`config.mk`:
```
export PLATFORM = sky130hd
export DESIGN_NAME = executeStage
export DESIGN_NICKNAME = d
export VERILOG_FILES = /design/src/design/isaPkg.sv /design/src/design/pipePkg.sv /design/src/design/executeStage.sv
export VERILOG_INCLUDE_DIRS = /design/src /design/src/include
export SDC_FILE = /design/constraint.sdc
export NUM_CORES = 1
export LEC_CHECK = 0
export BUFFER_PORTS_ARGS = -buffer_cell sky130_fd_sc_hd__clkbuf_2
export CORE_MARGIN = 4
export CORE_UTILIZATION = 35
export DETAILED_ROUTE_END_ITERATION = 10
export PLACE_DENSITY = 0.63
export SYNTH_ARGS = -nofsm -noshare
export SYNTH_HDL_FRONTEND = slang
export SYNTH_SLANG_ARGS = --single-unit
```
`constraint.sdc`:
```
create_clock -name vclk -period 15.7
set_clock_uncertainty 0.15 [all_clocks]
set_input_delay 3.925 -clock vclk [all_inputs]
set_output_delay 3.925 -clock vclk [all_outputs]
set_load 0.01 [all_outputs]
```
`src/include/core_defines.svh`:
```
`ifndef CORE_DEFINES_SVH
`define CORE_DEFINES_SVH

// Data word width
`define XLEN 32

// Architectural registers, x0 included
`define REG_COUNT 32

// First fetch address after reset
`define RESET_PC 32'h0000_0000

`endif

```
`src/design/isaPkg.sv`:
```
package isaPkg;

    // Major opcodes handled by this slice
    typedef enum logic [6:0] {
        opOp     = 7'b0110011,
        opImm    = 7'b0010011,
        opLoad   = 7'b0000011,
        opStore  = 7'b0100011,
        opBranch = 7'b1100011,
        opJal    = 7'b1101111,
        opJalr   = 7'b1100111,
        opLui    = 7'b0110111
    } opcode_t;

    typedef enum logic [3:0] {
        aluAdd,
        aluSub,
        aluAnd,
        aluOr,
        aluXor,
        aluSll,
        aluSrl,
        aluSra,
        aluSlt,
        aluSltu,
        aluPassB
    } aluOp_t;

    // funct3 of loads and stores
    typedef enum logic [2:0] {
        memByte      = 3'b000,
        memHalf      = 3'b001,
        memWord      = 3'b010,
        memByteU     = 3'b100,
        memHalfU     = 3'b101
    } memCtrl_t;

    // funct3 of branches
    typedef enum logic [2:0] {
        brEq  = 3'b000,
        brNe  = 3'b001,
        brLt  = 3'b100,
        brGe  = 3'b101,
        brLtu = 3'b110,
        brGeu = 3'b111
    } branchCond_t;

endpackage

```
`src/design/pipePkg.sv`:
```
package pipePkg;

    `include "core_defines.svh"

    typedef logic [`XLEN-1:0] word_t;

    typedef logic [$clog2(`REG_COUNT)-1:0] regAddr_t;

    // What goes back to the register file
    typedef enum logic [1:0] {
        resAlu     = 2'b00,
        resPcPlus4 = 2'b01,
        resMemory  = 2'b10
    } resultSrc_t;

endpackage

```
`src/design/executeStage.sv`:
```
`timescale 1ns/1ps

module executeStage import isaPkg::*, pipePkg::*; (
    input  aluOp_t      aluOpE,
    input  logic        aluSrcE,
    input  logic        jumpE,
    input  logic        branchE,
    input  logic        jalrE,
    input  branchCond_t branchCondE,
    input  word_t       rd1E,
    input  word_t       rd2E,
    input  word_t       pcE,
    input  word_t       immExtE,
    input  regAddr_t    rs1E,
    input  regAddr_t    rs2E,
    input  logic        regWriteW,
    input  regAddr_t    rdW,
    input  word_t       resultW,
    output word_t       aluResultE,
    output word_t       writeDataE,
    output logic        redirect,
    output word_t       pcTarget
);
    logic  fwdA;
    logic  fwdB;
    word_t srcA;
    word_t regB;
    word_t srcB;
    logic  isEqual;
    logic  isLess;
    logic  isLessU;
    logic  taken;

    // Forward from the result register
    assign fwdA = regWriteW && rdW != '0 && rdW == rs1E;
    assign fwdB = regWriteW && rdW != '0 && rdW == rs2E;

    assign srcA       = fwdA ? resultW : rd1E;
    assign regB       = fwdB ? resultW : rd2E;
    assign srcB       = aluSrcE ? immExtE : regB;
    assign writeDataE = regB;

    always_comb begin
        case (aluOpE)
            aluAdd:   aluResultE = srcA + srcB;
            aluSub:   aluResultE = srcA - srcB;
            aluAnd:   aluResultE = srcA & srcB;
            aluOr:    aluResultE = srcA | srcB;
            aluXor:   aluResultE = srcA ^ srcB;
            aluSll:   aluResultE = srcA << srcB[4:0];
            aluSrl:   aluResultE = srcA >> srcB[4:0];
            aluSra:   aluResultE = word_t'($signed(srcA) >>> srcB[4:0]);
            aluSlt:   aluResultE = word_t'($signed(srcA) < $signed(srcB));
            aluSltu:  aluResultE = word_t'(srcA < srcB);
            aluPassB: aluResultE = srcB;
            default:  aluResultE = srcA + srcB;
        endcase
    end

    // Branch compare works on the two register operands
    assign isEqual = srcA == regB;
    assign isLess  = $signed(srcA) < $signed(regB);
    assign isLessU = srcA < regB;

    always_comb begin
        case (branchCondE)
            brEq:    taken = isEqual;
            brNe:    taken = !isEqual;
            brLt:    taken = isLess;
            brGe:    taken = !isLess;
            brLtu:   taken = isLessU;
            brGeu:   taken = !isLessU;
            default: taken = 1'b0;
        endcase
    end

    assign redirect = jumpE || jalrE || (branchE && taken);

    // JALR target drops bit 0
    assign pcTarget = jalrE ? ((srcA + immExtE) & ~word_t'(1)) : (pcE + immExtE);

endmodule

```
# After elaboration in Yosys (flattened, before gate mapping)
# Cells that the tools add are included.
[word_totals]
regBits = 0
elab_cells = 49
inputBits = 187
output_inout_bits = 97
[op_classes]
n_eq_ne = 18
addsub = 4
n_reduce_logical = 11
n_shift = 3
order_cmp = 4
n_mux = 6
bitwise = 3
[ops]
columns = ["operator", "count"]
rows = [
  ["32-bit case mux with 10 select lines", 1],
  ["32-bit < comparator", 4],
  ["32-bit two-way mux", 4],
  ["32-bit adder", 3],
  ["32-bit bitwise AND", 1],
  ["32-bit equality test", 1],
  ["32-bit OR", 1],
  ["32-bit by 5-bit left shift with 32-bit output", 1],
  ["32-bit by 5-bit right shift with 32-bit output", 1],
  ["32-bit by 5-bit >>> shifter with 32-bit output", 1],
  ["32-bit subtractor", 1],
  ["32-bit bitwise XOR", 1],
  ["4-bit by 3-bit equality test with 1-bit output, second input constant", 4],
  ["3-bit equality test, second input constant", 4],
  ["4-bit equality test, second input constant", 3],
  ["5-bit equality test", 2],
  ["4-bit by 2-bit equality test with 1-bit output, second input constant", 2],
  ["1-bit case mux with 6 select lines", 1],
  ["5-bit nonzero test", 1],
  ["4-bit by 1-bit equality test with 1-bit output, second input constant", 1],
  ["1-bit logical AND", 4],
  ["3-bit by 1-bit equality test with 1-bit output, second input constant", 1],
  ["1-bit logical NOT", 3],
  ["3-bit logical NOT", 1],
  ["1-bit logical OR", 2],
]

# Depth between registers and ports, before layout
[depth]
ltp_word = 9
mapped_depth = 26
mapped_depth_nobuf = 20

# Least setup slack after synthesis
# Ideal clock, no wire load.
[synth_timing]
kind = "input to output"
startpoint = "in rdW[2]"
endpoint = "out aluResultE[0]"
cell_stages = 21
arrival_ns = 9.109
n_path_buf = 3
path_slack_ns = 2.516
cell_sequence = "xnor2_1 o211ai_1 nor2_1 clkbuf_1 clkbuf_1 mux2_2 mux2i_1 inv_1 ha_1 clkbuf_1 nor4_1 inv_1 o221a_1 o31a_1 o21ai_1 a31oi_1 o31a_1 o31ai_1 a2111oi_0 a311o_1 o32a_1"
[synth_between]
elab_chain_cells = 7
elab_cells_between_ends = 20
classes_between = "add/sub (2); order compare (2); eq/ne (2); shift (3); mux (4); bitwise (3); reduce/logical (4)"
[synth_lines]
columns = ["item", "line", "text"]
rows = [
  ["from (decl)", "executeStage.sv:17", "input regAddr_t rdW,"],
  ["5-bit nonzero test", "executeStage.sv:36", "assign fwdB = regWriteW && rdW != '0 && rdW == rs2E;"],
  ["1-bit logical AND", "executeStage.sv:36", ""],
  ["1-bit logical AND *", "executeStage.sv:36", ""],
  ["32-bit two-way mux *", "executeStage.sv:39", "assign regB = fwdB ? resultW : rd2E;"],
  ["via writeDataE[8]", "executeStage.sv:20", "output word_t writeDataE,"],
  ["32-bit two-way mux *", "executeStage.sv:40", "assign srcB = aluSrcE ? immExtE : regB;"],
  ["32-bit < comparator (on tied branches)", "executeStage.sv:54, executeStage.sv:53", ""],
  ["32-bit case mux with 10 select lines *", "executeStage.sv:44", "case (aluOpE)"],
  ["to (decl)", "executeStage.sv:19", "output word_t aluResultE,"],
]
# The timed path passes the listed nets; every way through them passes the cells marked *.

# Worst setup path after layout
[layout_timing]
startpoint = "in rdW[3]"
endpoint = "out aluResultE[25]"
[layout_between]
elab_chain_cells = 7
elab_cells_between_ends = 18
classes_between = "add/sub (2); eq/ne (2); shift (3); mux (4); bitwise (3); reduce/logical (4)"
[layout_lines]
columns = ["item", "line"]
rows = [
  ["5-bit nonzero test", "executeStage.sv:35, executeStage.sv:36"],
  ["1-bit logical AND", "executeStage.sv:35, executeStage.sv:36"],
  ["1-bit logical AND", "executeStage.sv:36"],
  ["32-bit two-way mux", "executeStage.sv:39"],
  ["32-bit two-way mux", "executeStage.sv:40"],
  ["32-bit adder, or another cell as far along", "executeStage.sv:45, executeStage.sv:56"],
  ["32-bit case mux with 10 select lines *", "executeStage.sv:44"],
]
# Mark *: on every way between the ends. The rest lies on a longest branch, timed or not.

==> results.yml <==
power_and_ir_drop:
  p_leak_nw: 7.926
  power_density_nw_per_um2: 50.14
  ir_worst_vdd_mv: 0.02349
timing:
  final_max_slew_viol_count: 0
  finalWorstPathRequiredPeriod_ns: 14.17
  fmax_mhz: 70.56
  timing.final.hold_violations: 0
  finalWorstSetupSlack_ns: 1.528
  slew_headroom: 0.08548
  fin_setup_tns_ns: 0
  worst-slew-pin-transition_ns: 1.354
  post-route-period-util: 0.9026
  finalSetupViolCount: 0
  rsz0062_at_grt: "no"
logic_synthesis:
  synthDominantAreaCellType: "sky130_fd_sc_hd__ha_1"
  synthTopCellsByArea: "sky130_fd_sc_hd__ha_1 16%, sky130_fd_sc_hd__mux2i_1 10%, sky130_fd_sc_hd__a21oi_1 6.5%, sky130_fd_sc_hd__mux2_2 5.3%, sky130_fd_sc_hd__nor2_1 4.9%"
  synth_top_area_share: 0.1608
  synth_sequential_area_ratio: 0
  synth_nets: 2557
  postSynthCellCount: 2176
  synth_warnings: 0
  synth.avg_cell_area_um2: 6.796
  synthesis.area_um2: 14790
  yosysUniqueCellTypes: 98
setup_path:
  worst-setup-path-type: "in2out"
  critical_path.max_fanout: 33
  crit_path_start: "rdW[3]"
  worstSetupEndpointType: "output pin"
  worstPathArrival_ns: 10.10
  cp-endpoint: "aluResultE[25]"
  cp_data_required_time_ns: 11.63
  cp-start-kind: "input pin"
drt:
  drc_errors: 0
  route.vias.total: 18853
  detail_route.vias_per_cell: 6.499
  detailedRoute.firstIterationViolations: 2401
  post_drt_wl_per_cell_um: 28.20
  route.antenna.remaining_nets: 0
  finalWirelength_um: 81800
  detail_route.first_pass.iterations: 8
hold_path:
  min_path_type: "in2out"
  min_from: "immExtE[31]"
  hold_path_depth: 3
clocking:
  post_cts_hold_buffers: 0
  cts.repair_timing.setup_buffer_count: 0
  cts.repair.resized: 0
global_routing:
  grt_pass1_vias: 18016
  largest_net_degree_at_the_start_of_global_routing: 75
  globalRouteOverflowTotal: 0
  gr-usage-all-layers: 0.3407
  antenna_found_initial: 3
  grt_first_pass_wirelength_um: 118700
die:
  dieArea_um2: 45600
  design.core.area_um2: 41850
  die_w_um: 213.6
  number_of_top_level_design_ports: 284
  start_util: 0.3533
  chipHeight_um: 213.6
  row_count: 75
final_layout:
  ff_latch_area_um2: 0
  drive_gt1_frac: 0.1842
  layout.filler_cells: 4507
  layout.cells.most_common_list: "284 x sky130_fd_sc_hd__clkbuf_2, 194 x sky130_fd_sc_hd__nand2_1, 193 x sky130_fd_sc_hd__nor2_1"
  final_common_cell: "sky130_fd_sc_hd__clkbuf_2"
  design_area_um2: 16560
  insertedDiodeCount: 0
  numSequentialCells: 0
  fin_nets: 2745
  area_used_by_multi_input_combinational_logic_um2: 13600
  flow.area_growth_from_synthesis_pct: 12.01
  clockBufferCount: 0
status:
  run_status: "finished, final reports clean"
place:
  portBuffers: 284
  place.detailed.hpwl_um: 66460
  globalplace.congestion: 1.065
  placement.setup.worst_slack_ns: 1.624
  placed_standard_cell_area_um2: 16560
job:
  max_cap_violations: 0
[kinds of logic (layout without fill, tap and decap cells)]
group	after synthesis	count (layout)	share of synthesized area
buffers and inverters	292	478	0.08436
adders and majority gates	194	194	0.1662
xor gates and xnor gates	78	78	0.04620
and+or+nand+nor	624	624	0.1921
AOI/OAI and AO/OA	760	760	0.3488
muxes	228	228	0.1623
[final cells by class]
| class | instances | area share |
|---|---|---|
| Inverter | 158 | 0.03596 |
| Tap cell | 539 | 0.04072 |
| Timing Repair Buffer | 320 | 0.1021 |
| Multi-Input combinational cell | 1884 | 0.8212 |
[how the worst min path moves through the flow]
stage	endpoint	slack, ns
floorplan	pcTarget[31]	7.79
global placement	pcTarget[31]	8.07
detailed placement	pcTarget[31]	8.05
CTS	pcTarget[31]	8.06
global route	pcTarget[31]	8.07
finish	pcTarget[31]	8.06
[per-layer routing]
layer  track usage  vias up  part of all wire  wire length, um
met2        0.5459     1173              0.44            36150
met1        0.4534     8980              0.41            33360
met5             0        -           0.00026               21
li1              -     8459                 -                -
met4        0.1563        4             0.061             4969
met3       0.05004      237             0.089             7298
[Yosys cell counts (17+ instances only)]
library cell and number:
sky130_fd_sc_hd__a211oi_1 26, sky130_fd_sc_hd__a21o_1 54, sky130_fd_sc_hd__a21oi_1 191, sky130_fd_sc_hd__a221oi_1 25, sky130_fd_sc_hd__a22oi_1 27, sky130_fd_sc_hd__a31oi_1 26, sky130_fd_sc_hd__and3_1 17, sky130_fd_sc_hd__buf_2 18
sky130_fd_sc_hd__clkbuf_1 86, sky130_fd_sc_hd__ha_1 190, sky130_fd_sc_hd__inv_1 153, sky130_fd_sc_hd__mux2_2 69, sky130_fd_sc_hd__mux2i_1 150, sky130_fd_sc_hd__nand2_1 194, sky130_fd_sc_hd__nand2b_1 25, sky130_fd_sc_hd__nand3_1 57
sky130_fd_sc_hd__nand4_1 25, sky130_fd_sc_hd__nor2_1 195, sky130_fd_sc_hd__nor3_1 40, sky130_fd_sc_hd__o211ai_1 35, sky130_fd_sc_hd__o21a_1 27, sky130_fd_sc_hd__o21ai_0 122, sky130_fd_sc_hd__o21ai_1 17, sky130_fd_sc_hd__o21bai_1 24
sky130_fd_sc_hd__o221ai_1 29, sky130_fd_sc_hd__o31ai_1 22, sky130_fd_sc_hd__or3_1 17, sky130_fd_sc_hd__xnor2_1 52, sky130_fd_sc_hd__xor2_1 26
[stage by stage]
stage	util	instances	total power [mW]	hold WS (ns)
6_report	0.3958	2901	0.8305	8.059
5_1_grt	0.3958	2901	0.8844	8.071
4_1_cts	0.3958	2901	0.8063	8.055
3_5_place_dp	0.3958	2901	0.8019	8.049
3_3_place_gp	0.3958	2901	0.7994	8.066
2_1_floorplan	-	2176	0.5155	7.788
[critical path, cell delays in order]
cell	delay, ns
sky130_fd_sc_hd__clkbuf_2	0.12
sky130_fd_sc_hd__or4_4	0.57
sky130_fd_sc_hd__o211ai_1	0.37
sky130_fd_sc_hd__nor2_4	0.06
sky130_fd_sc_hd__buf_4	0.27
sky130_fd_sc_hd__mux2_2	0.35
sky130_fd_sc_hd__mux2i_1	0.31
sky130_fd_sc_hd__inv_1	0.09
sky130_fd_sc_hd__ha_1	0.41
sky130_fd_sc_hd__o21bai_1	0.20
sky130_fd_sc_hd__a2111oi_0	0.42
sky130_fd_sc_hd__a21oi_1	0.19
sky130_fd_sc_hd__a2111oi_0	0.84
sky130_fd_sc_hd__nor2_1	0.26
sky130_fd_sc_hd__o31a_1	0.39
sky130_fd_sc_hd__o31ai_1	0.36
sky130_fd_sc_hd__o41ai_1	0.12
sky130_fd_sc_hd__a211o_1	0.27
sky130_fd_sc_hd__o21ai_0	0.20
sky130_fd_sc_hd__nand4_1	0.17
sky130_fd_sc_hd__clkbuf_2	0.15
[where the power goes]
part	switching [mW]	internal (mW)
logic	0.541	0.290
clock network	0	0
registers	0	0
No activity file was read; power rests on OpenSTA's default activity.
