File: config.mk
export PLATFORM = sky130hd
export DESIGN_NAME = decodeStage
export DESIGN_NICKNAME = d
export VERILOG_FILES = /design/src/design/isaPkg.sv /design/src/design/pipePkg.sv /design/src/design/decodeStage.sv
export VERILOG_INCLUDE_DIRS = /design/src /design/src/include
export SDC_FILE = /design/constraint.sdc
export NUM_CORES = 2
export LEC_CHECK = 0
export BUFFER_PORTS_ARGS = -buffer_cell sky130_fd_sc_hd__buf_2
export CAP_MARGIN = 30
export CELL_PAD_IN_SITES_DETAIL_PLACEMENT = 1
export CELL_PAD_IN_SITES_GLOBAL_PLACEMENT = 2
export CORE_MARGIN = 10
export CORE_UTILIZATION = 30
export DETAILED_ROUTE_END_ITERATION = 8
export GPL_TIMING_DRIVEN = 0
export PLACE_DENSITY = 0.56
export SLEW_MARGIN = 20
export SYNTH_ARGS = -nofsm -noshare
export SYNTH_HDL_FRONTEND = slang
export SYNTH_SLANG_ARGS = --single-unit
File: constraint.sdc
create_clock -name clk -period 3.68 [get_ports clk]
set_input_delay 0.184 -clock clk [delete_from_list [all_inputs] [get_ports clk]]
set_output_delay 0.184 -clock clk [all_outputs]
set_load 0.02 [all_outputs]
File: src/include/core_defines.svh
`ifndef CORE_DEFINES_SVH
`define CORE_DEFINES_SVH

// Data word width
`define XLEN 32

// Architectural registers, x0 included
`define REG_COUNT 32

// First fetch address after reset
`define RESET_PC 32'h0000_0000

`endif

File: src/design/isaPkg.sv
package isaPkg;

    // Major opcodes handled by this slice
    typedef enum logic [6:0] {
        opOp     = 7'b0110011,
        opImm    = 7'b0010011,
        opLoad   = 7'b0000011,
        opStore  = 7'b0100011,
        opBranch = 7'b1100011,
        opJal    = 7'b1101111,
        opJalr   = 7'b1100111,
        opLui    = 7'b0110111
    } opcode_t;

    typedef enum logic [3:0] {
        aluAdd,
        aluSub,
        aluAnd,
        aluOr,
        aluXor,
        aluSll,
        aluSrl,
        aluSra,
        aluSlt,
        aluSltu,
        aluPassB
    } aluOp_t;

    // funct3 of loads and stores
    typedef enum logic [2:0] {
        memByte      = 3'b000,
        memHalf      = 3'b001,
        memWord      = 3'b010,
        memByteU     = 3'b100,
        memHalfU     = 3'b101
    } memCtrl_t;

    // funct3 of branches
    typedef enum logic [2:0] {
        brEq  = 3'b000,
        brNe  = 3'b001,
        brLt  = 3'b100,
        brGe  = 3'b101,
        brLtu = 3'b110,
        brGeu = 3'b111
    } branchCond_t;

endpackage

File: src/design/pipePkg.sv
package pipePkg;

    `include "core_defines.svh"

    typedef logic [`XLEN-1:0] word_t;

    typedef logic [$clog2(`REG_COUNT)-1:0] regAddr_t;

    // What goes back to the register file
    typedef enum logic [1:0] {
        resAlu     = 2'b00,
        resPcPlus4 = 2'b01,
        resMemory  = 2'b10
    } resultSrc_t;

endpackage

File: src/design/decodeStage.sv
`timescale 1ns/1ps
`include "core_defines.svh"

module decodeStage import isaPkg::*, pipePkg::*; (
    input  logic        clk,
    input  logic        arstN,
    input  logic        instrValid,
    input  word_t       instr,
    input  word_t       instrPc,
    input  logic        regWriteW,
    input  regAddr_t    rdW,
    input  word_t       resultW,
    output logic        regWriteD,
    output resultSrc_t  resultSrcD,
    output logic        memWriteD,
    output logic        memReadD,
    output memCtrl_t    memCtrlD,
    output aluOp_t      aluOpD,
    output logic        aluSrcD,
    output logic        jumpD,
    output logic        branchD,
    output logic        jalrD,
    output branchCond_t branchCondD,
    output word_t       rd1D,
    output word_t       rd2D,
    output word_t       pcD,
    output word_t       pcPlus4D,
    output word_t       immExtD,
    output regAddr_t    rdD,
    output regAddr_t    rs1D,
    output regAddr_t    rs2D
);
    word_t      regFile [`REG_COUNT];
    opcode_t    opcode;
    logic [2:0] funct3;
    aluOp_t     fieldAluOp;

    assign opcode   = opcode_t'(instr[6:0]);
    assign funct3   = instr[14:12];
    assign rdD      = instr[11:7];
    assign rs1D     = instr[19:15];
    assign rs2D     = instr[24:20];
    assign pcD      = instrPc;
    assign pcPlus4D = instrPc + word_t'(4);

    // funct7 bit 5 picks sub and sra
    always_comb begin
        case (funct3)
            3'b000:  fieldAluOp = (opcode == opOp && instr[30]) ? aluSub : aluAdd;
            3'b001:  fieldAluOp = aluSll;
            3'b010:  fieldAluOp = aluSlt;
            3'b011:  fieldAluOp = aluSltu;
            3'b100:  fieldAluOp = aluXor;
            3'b101:  fieldAluOp = instr[30] ? aluSra : aluSrl;
            3'b110:  fieldAluOp = aluOr;
            default: fieldAluOp = aluAnd;
        endcase
    end

    always_comb begin
        regWriteD   = 1'b0;
        resultSrcD  = resAlu;
        memWriteD   = 1'b0;
        memReadD    = 1'b0;
        memCtrlD    = memByte;
        aluOpD      = aluAdd;
        aluSrcD     = 1'b0;
        jumpD       = 1'b0;
        branchD     = 1'b0;
        jalrD       = 1'b0;
        branchCondD = brEq;
        if (instrValid) begin
            case (opcode)
                opOp: begin
                    regWriteD = 1'b1;
                    aluOpD    = fieldAluOp;
                end
                opImm: begin
                    regWriteD = 1'b1;
                    aluOpD    = fieldAluOp;
                    aluSrcD   = 1'b1;
                end
                opLoad: begin
                    // Flagged as memory result, never written back
                    regWriteD  = 1'b1;
                    resultSrcD = resMemory;
                    memReadD   = 1'b1;
                    memCtrlD   = memCtrl_t'(funct3);
                    aluSrcD    = 1'b1;
                end
                opStore: begin
                    memWriteD = 1'b1;
                    memCtrlD  = memCtrl_t'(funct3);
                    aluSrcD   = 1'b1;
                end
                opBranch: begin
                    branchD     = 1'b1;
                    branchCondD = branchCond_t'(funct3);
                    aluOpD      = aluSub;
                end
                opJal: begin
                    regWriteD  = 1'b1;
                    resultSrcD = resPcPlus4;
                    jumpD      = 1'b1;
                end
                opJalr: begin
                    regWriteD  = 1'b1;
                    resultSrcD = resPcPlus4;
                    jalrD      = 1'b1;
                    aluSrcD    = 1'b1;
                end
                opLui: begin
                    regWriteD = 1'b1;
                    aluOpD    = aluPassB;
                    aluSrcD   = 1'b1;
                end
                default: ;
            endcase
        end
    end

    // Immediate by format, I-type when nothing else fits
    always_comb begin
        case (opcode)
            opStore:  immExtD = {{20{instr[31]}}, instr[31:25], instr[11:7]};
            opBranch: immExtD = {{20{instr[31]}}, instr[7], instr[30:25], instr[11:8], 1'b0};
            opJal:    immExtD = {{12{instr[31]}}, instr[19:12], instr[20], instr[30:21], 1'b0};
            opLui:    immExtD = {instr[31:12], 12'b0};
            default:  immExtD = {{20{instr[31]}}, instr[31:20]};
        endcase
    end

    // x0 is never written so it reads back zero
    always_ff @(posedge clk or negedge arstN) begin
        if (!arstN) begin
            for (int i = 0; i < `REG_COUNT; i++) begin
                regFile[i] <= '0;
            end
        end else if (regWriteW && rdW != '0) begin
            regFile[rdW] <= resultW;
        end
    end

    // Write-through for a register written this cycle
    assign rd1D = (regWriteW && rdW != '0 && rdW == rs1D) ? resultW : regFile[rs1D];
    assign rd2D = (regWriteW && rdW != '0 && rdW == rs2D) ? resultW : regFile[rs2D];

endmodule

Word-level counts from Yosys, hierarchy flattened. Index checks and enable logic that the tools add are counted.

Register bits: 1024. Input port bits: 105. Output and inout bits: 194. Logic and storage cells: 105.

Add/sub/neg operators: 1. Magnitude comparators: 4. Equal/unequal tests: 16. Mux-type cells: 37. Bitwise gates (word level): 3. Reduce and logical (&&, ||, !) cells: 12.

Operators by type and width (number): 1024-bit bitwise mux (1); 32-bit binary-select mux with 5-bit select (2); 32-bit 2-to-1 mux (7); 32-bit demux with 5-bit select (1); 31-bit case mux with 4 select lines (1); 32-bit by 3-bit adder with 32-bit output (second input constant) (1); 4-bit case mux with 7 select lines (1); 7-bit by 6-bit == test with 1-bit output (second input constant) (3); 7-bit == test (second input constant) (3); 6-bit greater-or-equal comparator (second input constant) (3); 5-bit inverter with 6-bit output (3); 1-bit 2-to-1 mux (16); 3-bit 2-to-1 mux (4); 4-bit case mux with 3 select lines (1); 5-bit == test (2); 3-bit == test (second input constant) (3); 7-bit by 2-bit == test with 1-bit output (second input constant) (1); 7-bit by 5-bit == test with 1-bit output (second input constant) (1); 3-bit by 2-bit == test with 1-bit output (second input constant) (2); 6-bit by 1-bit less-than comparator with 1-bit output (second input constant) (1); 2-bit OR reduction (3); 6-bit OR reduction (1); 1-bit logical AND (5); 5-bit nonzero test (1); other kinds (6) (6).

Longest topological paths before layout.
Depth after elaboration: 6. Depth in mapped cells: 9. Gate-level depth less buffers: 5.

Worst setup path before layout. OpenSTA, ideal clock, no wires.

Kind: input to output. From: input port instr[15]. To: output port rd1D[30]. Data arrival time: 1.909 ns. Data required time: 3.496 ns. Path slack: 1.587 ns. Stages on the path: 9. Path buffers: 4. Path through: buf_6 buf_12 buf_12 buf_8 mux4_2 inv_1 a221oi_1 nor4_1 nor3_1.

Cells in the longest elaborated chain, start to end: 5. Elaborated cells on any way between the ends: 7. Those cells by class: eq/ne (1); mux (4); bitwise (1); reduce/logical (1).

RTL lines: start: declaration (RTL line decodeStage.sv:8) `input word_t instr,`; 5-bit inverter with 6-bit output (not written as such) (RTL line decodeStage.sv:145) `assign rd1D = (regWriteW && rdW != '0 && rdW == rs1D) ? resultW : regFile[rs1D];`; 32-bit binary-select mux with 5-bit select (RTL line decodeStage.sv:145); 32-bit 2-to-1 mux (not written as such) (2 in a row) (RTL line decodeStage.sv:145); 32-bit 2-to-1 mux * (RTL line decodeStage.sv:145); end: declaration (RTL line decodeStage.sv:24) `output word_t rd1D,`.

Mark *: on every way between the ends. The rest lies on a longest branch, timed or not. The select of a mux whose other input is x is not followed.

Final worst setup path.
From: input port instr[22]. To: output port rd2D[31].

Cells in the longest elaborated chain, start to end: 5. Elaborated cells on any way between the ends: 7. Those cells by class: eq/ne (1); mux (4); bitwise (1); reduce/logical (1).

RTL lines: 5-bit inverter with 6-bit output (not written as such) (RTL line decodeStage.sv:146) `assign rd2D = (regWriteW && rdW != '0 && rdW == rs2D) ? resultW : regFile[rs2D];`; 32-bit binary-select mux with 5-bit select (RTL line decodeStage.sv:146); 32-bit 2-to-1 mux (not written as such) (2 in a row) (RTL line decodeStage.sv:146); 32-bit 2-to-1 mux * (RTL line decodeStage.sv:146); end: declaration (RTL line decodeStage.sv:25) `output word_t rd2D,`.

Marks and branches as above.

==> impl_metrics.env <==
export IMPL_status="complete, no violations"
export IMPL_grt_pass1_wl_mm=339
export IMPL_htreeDepth=3
export IMPL_powerDensity_mw_per_mm2=533
export IMPL_dieArea_mm2=0.202
export IMPL_track_usage_pct=23.8
export IMPL_cts_inserted_buffers=119
export IMPL_firstDrtPassIters=5
export IMPL_worstMarginPinSlew_ns=1.08
export IMPL_reg2reg_depth=1
export IMPL_relSlewSlack_pct=28.1
export IMPL_insertion_delay_ns=0.76
export IMPL_die_y_um=449
export IMPL_setup_viol=0
export IMPL_synth_edf_count=0
export IMPL_clkTransAtPathRegs_ns=0.06
export IMPL_clock_skew_ns=0
export IMPL_portBuffers=284
export IMPL_post_synth_top_count_cell="dfrtp_1"
export IMPL_grt_max_degree=129
export IMPL_crit_top_cell="buf_2"
export IMPL_post_drt_wl_per_cell_um=36.5
export IMPL_critical_path_top_delay_family="buffers and inverters"
export IMPL_initial_core_util_pct=30.2
export IMPL_synth_distinct_cells=52
export IMPL_cts_sinks=1024
export IMPL_antenna_found_initial=6
export IMPL_synth_adder_area_share_pct=0.0227
export IMPL_worst_path_largest_cell_delay_ns=0.64
export IMPL_power_leakage_nw=28.0
export IMPL_vias=38100
export IMPL_worstPathMaxFanout=10
export IMPL_hpwlAfterDp_mm=174
export IMPL_cp_end_kind="output port"
export IMPL_viasPerCell=5.62
export IMPL_rr_startpoint="regFile[533]"
export IMPL_final_nets=4326
export IMPL_synthArstFlopShare_pct=100
export IMPL_rsz0062_at_grt="no"
export IMPL_yosys_warnings=0
export IMPL_synthesis_area_mm2=0.0552
export IMPL_cp_start_kind="primary input"
export IMPL_period_needed_ns=3.55
export IMPL_cts_tree="built"
export IMPL_reg_top3="regFile: 1024 flops"
export IMPL_cp_cell_sequence="buf_2 > buf_2 > or3_1 > buf_1 > clkbuf_2 > o22ai_1 > or4_1 > o21ai_1 > buf_2"
export IMPL_hold_viol_final=0
export IMPL_fin_setup_tns_ns=0
export IMPL_drt_iter0_markers=2923
export IMPL_postSynthAreaPerCell_um2=14.8
export IMPL_max_cap_viol_count=0
export IMPL_synthToLayoutAreaGrowth_pct=17.8
export IMPL_core_area_mm2=0.183
export IMPL_regMostFlops="regFile"
export IMPL_drc=0
export IMPL_utilization_pct=35.5
export IMPL_clockBufferDepth=3
export IMPL_drv_slew=0
export IMPL_syn_num_nets=3836
export IMPL_path_buf_inv=5
export IMPL_crit_required_ns=3.50
export IMPL_syn_inst=3730
export IMPL_synthXorXnorAreaFrac_pct=0.618
export IMPL_row_count=157
export IMPL_ioPinCount=299
export IMPL_crit_slowest_cell="clkbuf_2"
export IMPL_synth_top_cell_area_share_pct=46.4
export IMPL_synth_main_ff_cell="dfrtp_1"
export IMPL_critPathKind="in -> out"
export IMPL_synth_common_cells="1024 x dfrtp_1, 994 x mux2_2, 508 x mux4_2"
export IMPL_fmax_mhz=282
export IMPL_yosysTopAreaCell="dfrtp_1"
export IMPL_min_path_type="in -> async"
export IMPL_grt_remaining_overflow=0
export IMPL_yosys_top_cells_area="dfrtp_1 46%, mux4_2 21%, mux2_2 20%, o22ai_1 2.8%, clkbuf_1 1.5%"
export IMPL_irDropWorstVdd_mv=0.401
export IMPL_muxShareOfSynthArea_pct=41.1
export IMPL_ant_nets=0
export IMPL_rrSetupSlack_ns=2.84
export IMPL_fill_cells=19100
export IMPL_largest_reg_flops=1024
export IMPL_yosys_area_share_simple_pct=3.11
export IMPL_drive_above_1_share_pct=53.7
export IMPL_clockRootBuffer="clkbuf_16"
export IMPL_die_x_um=449
export IMPL_synth_compound_area_share_pct=3.95
export IMPL_gp_congestion=0.823
export IMPL_critical_path_arrival_ns=3.36
export IMPL_synth_seq_cells=1024
export IMPL_regToRegEndpoint="regFile[533]"
export IMPL_wl_mm=248
export IMPL_synth_top_family_by_area="multiplexers"
export IMPL_synth_seq_area_share_pct=46.4
export IMPL_finalCritPeriodShare_pct=96.4
export IMPL_first_global_vias=40000
## cell families after synthesis
logic type / count (synthesis)
AND/OR/NAND/NOR: 316
multiplexers: 1511
buffers and inverters: 485
adder cells (fa/ha/maj): 1
flip-flops: 1024
AO/OA/AOI/OAI: 354
XOR/XNOR: 39
## cell usage in the layout, fill, tap and decap left out, drive strengths merged, types with 3 or more instances in the layout
| cell type | Yosys | routed |
|---|---|---|
| or3b | 4 | 4 |
| clkinv | 0 | 23 |
| or2 | 3 | 3 |
| nor3 | 11 | 11 |
| xnor2 | 19 | 19 |
| nand2b | 6 | 6 |
| dlygate4sd3 | 0 | 33 |
| inv | 10 | 13 |
| clkbuf | 232 | 414 |
| nor2b | 9 | 9 |
| nor4 | 6 | 6 |
| or4 | 64 | 64 |
| mux2 | 994 | 994 |
| clkinvlp | 0 | 3 |
| nand2 | 103 | 103 |
| or3 | 4 | 4 |
| nor3b | 5 | 5 |
| nor2 | 45 | 45 |
| a21o | 19 | 19 |
| nand4 | 4 | 4 |
| and2 | 6 | 6 |
| o31ai | 3 | 3 |
| xor2 | 20 | 20 |
| mux4 | 508 | 508 |
| nand3b | 14 | 14 |
| nand3 | 19 | 19 |
| dfrtp | 1024 | 1024 |
| and3 | 6 | 6 |
| o21ai | 71 | 71 |
| buf | 243 | 579 |
| o22ai | 248 | 248 |
| bufinv | 0 | 8 |
| mux2i | 9 | 9 |
## metal layers
metal / wire length [um] / track usage [%] / vias to the layer above
li1: - / - / 15400
met1: 110000 / 32.4 / 21400
met2: 119000 / 39.3 / 985
met3: 9140 / 2.85 / 346
met4: 10300 / 8.46 / 0
met5: 0 / 0 / -
## report_power, final
part	switching (mW)	internal, mW
logic	3.25	4.13
clock network	5.24	7.13
registers	1.56	13.4
## area by class of cell
class / instances / area (um2) / share of cell area (%)
Multi-Input combinational cell: 2221 / 27000 / 41.5
Tap cell: 2464 / 3080 / 4.74
Antenna cell: 1 / 2.50 / 0.00385
Clock inverter: 37 / 449 / 0.690
Timing Repair Buffer: 369 / 2660 / 4.09
Sequential cell: 1024 / 25600 / 39.4
Clock buffer: 182 / 3530 / 5.42
Inverter: 10 / 37.5 / 0.0577
Buffer: 475 / 2690 / 4.14
## how the worst max path moves through the flow
stage | start | to | depth (start not counted)
floorplan | instr[15] | rd1D[30] | 9
global placement | arstN | regFile[83] | 1
detailed placement | instr[22] | rd2D[31] | 9
CTS | instr[22] | rd2D[31] | 9
global route | instr[22] | rd2D[31] | 9
finish | instr[22] | rd2D[31] | 9
## stage by stage
stage	area, um2	total power, mW	hold WS, ns	instances	setup slack (ns)
2_1_floorplan	55200	19.8	-0.112	3730	1.59
3_3_place_gp	59700	22.2	0.455	6478	-22.07
3_5_place_dp	60700	22.5	0.0919	6527	0.256
4_1_cts	65000	35.0	0.0316	6780	0.254
5_1_grt	65100	36.1	0.0661	6782	0.170
6_report	65100	34.7	0.0515	6783	0.133
## what timing repair did
action,4_1_cts,5_1_grt
hold buffers,34,0
hold endpoints to repair,462,0
gates resized for setup,0,0
setup buffers,0,0
(Power assumes the default switching activity.)
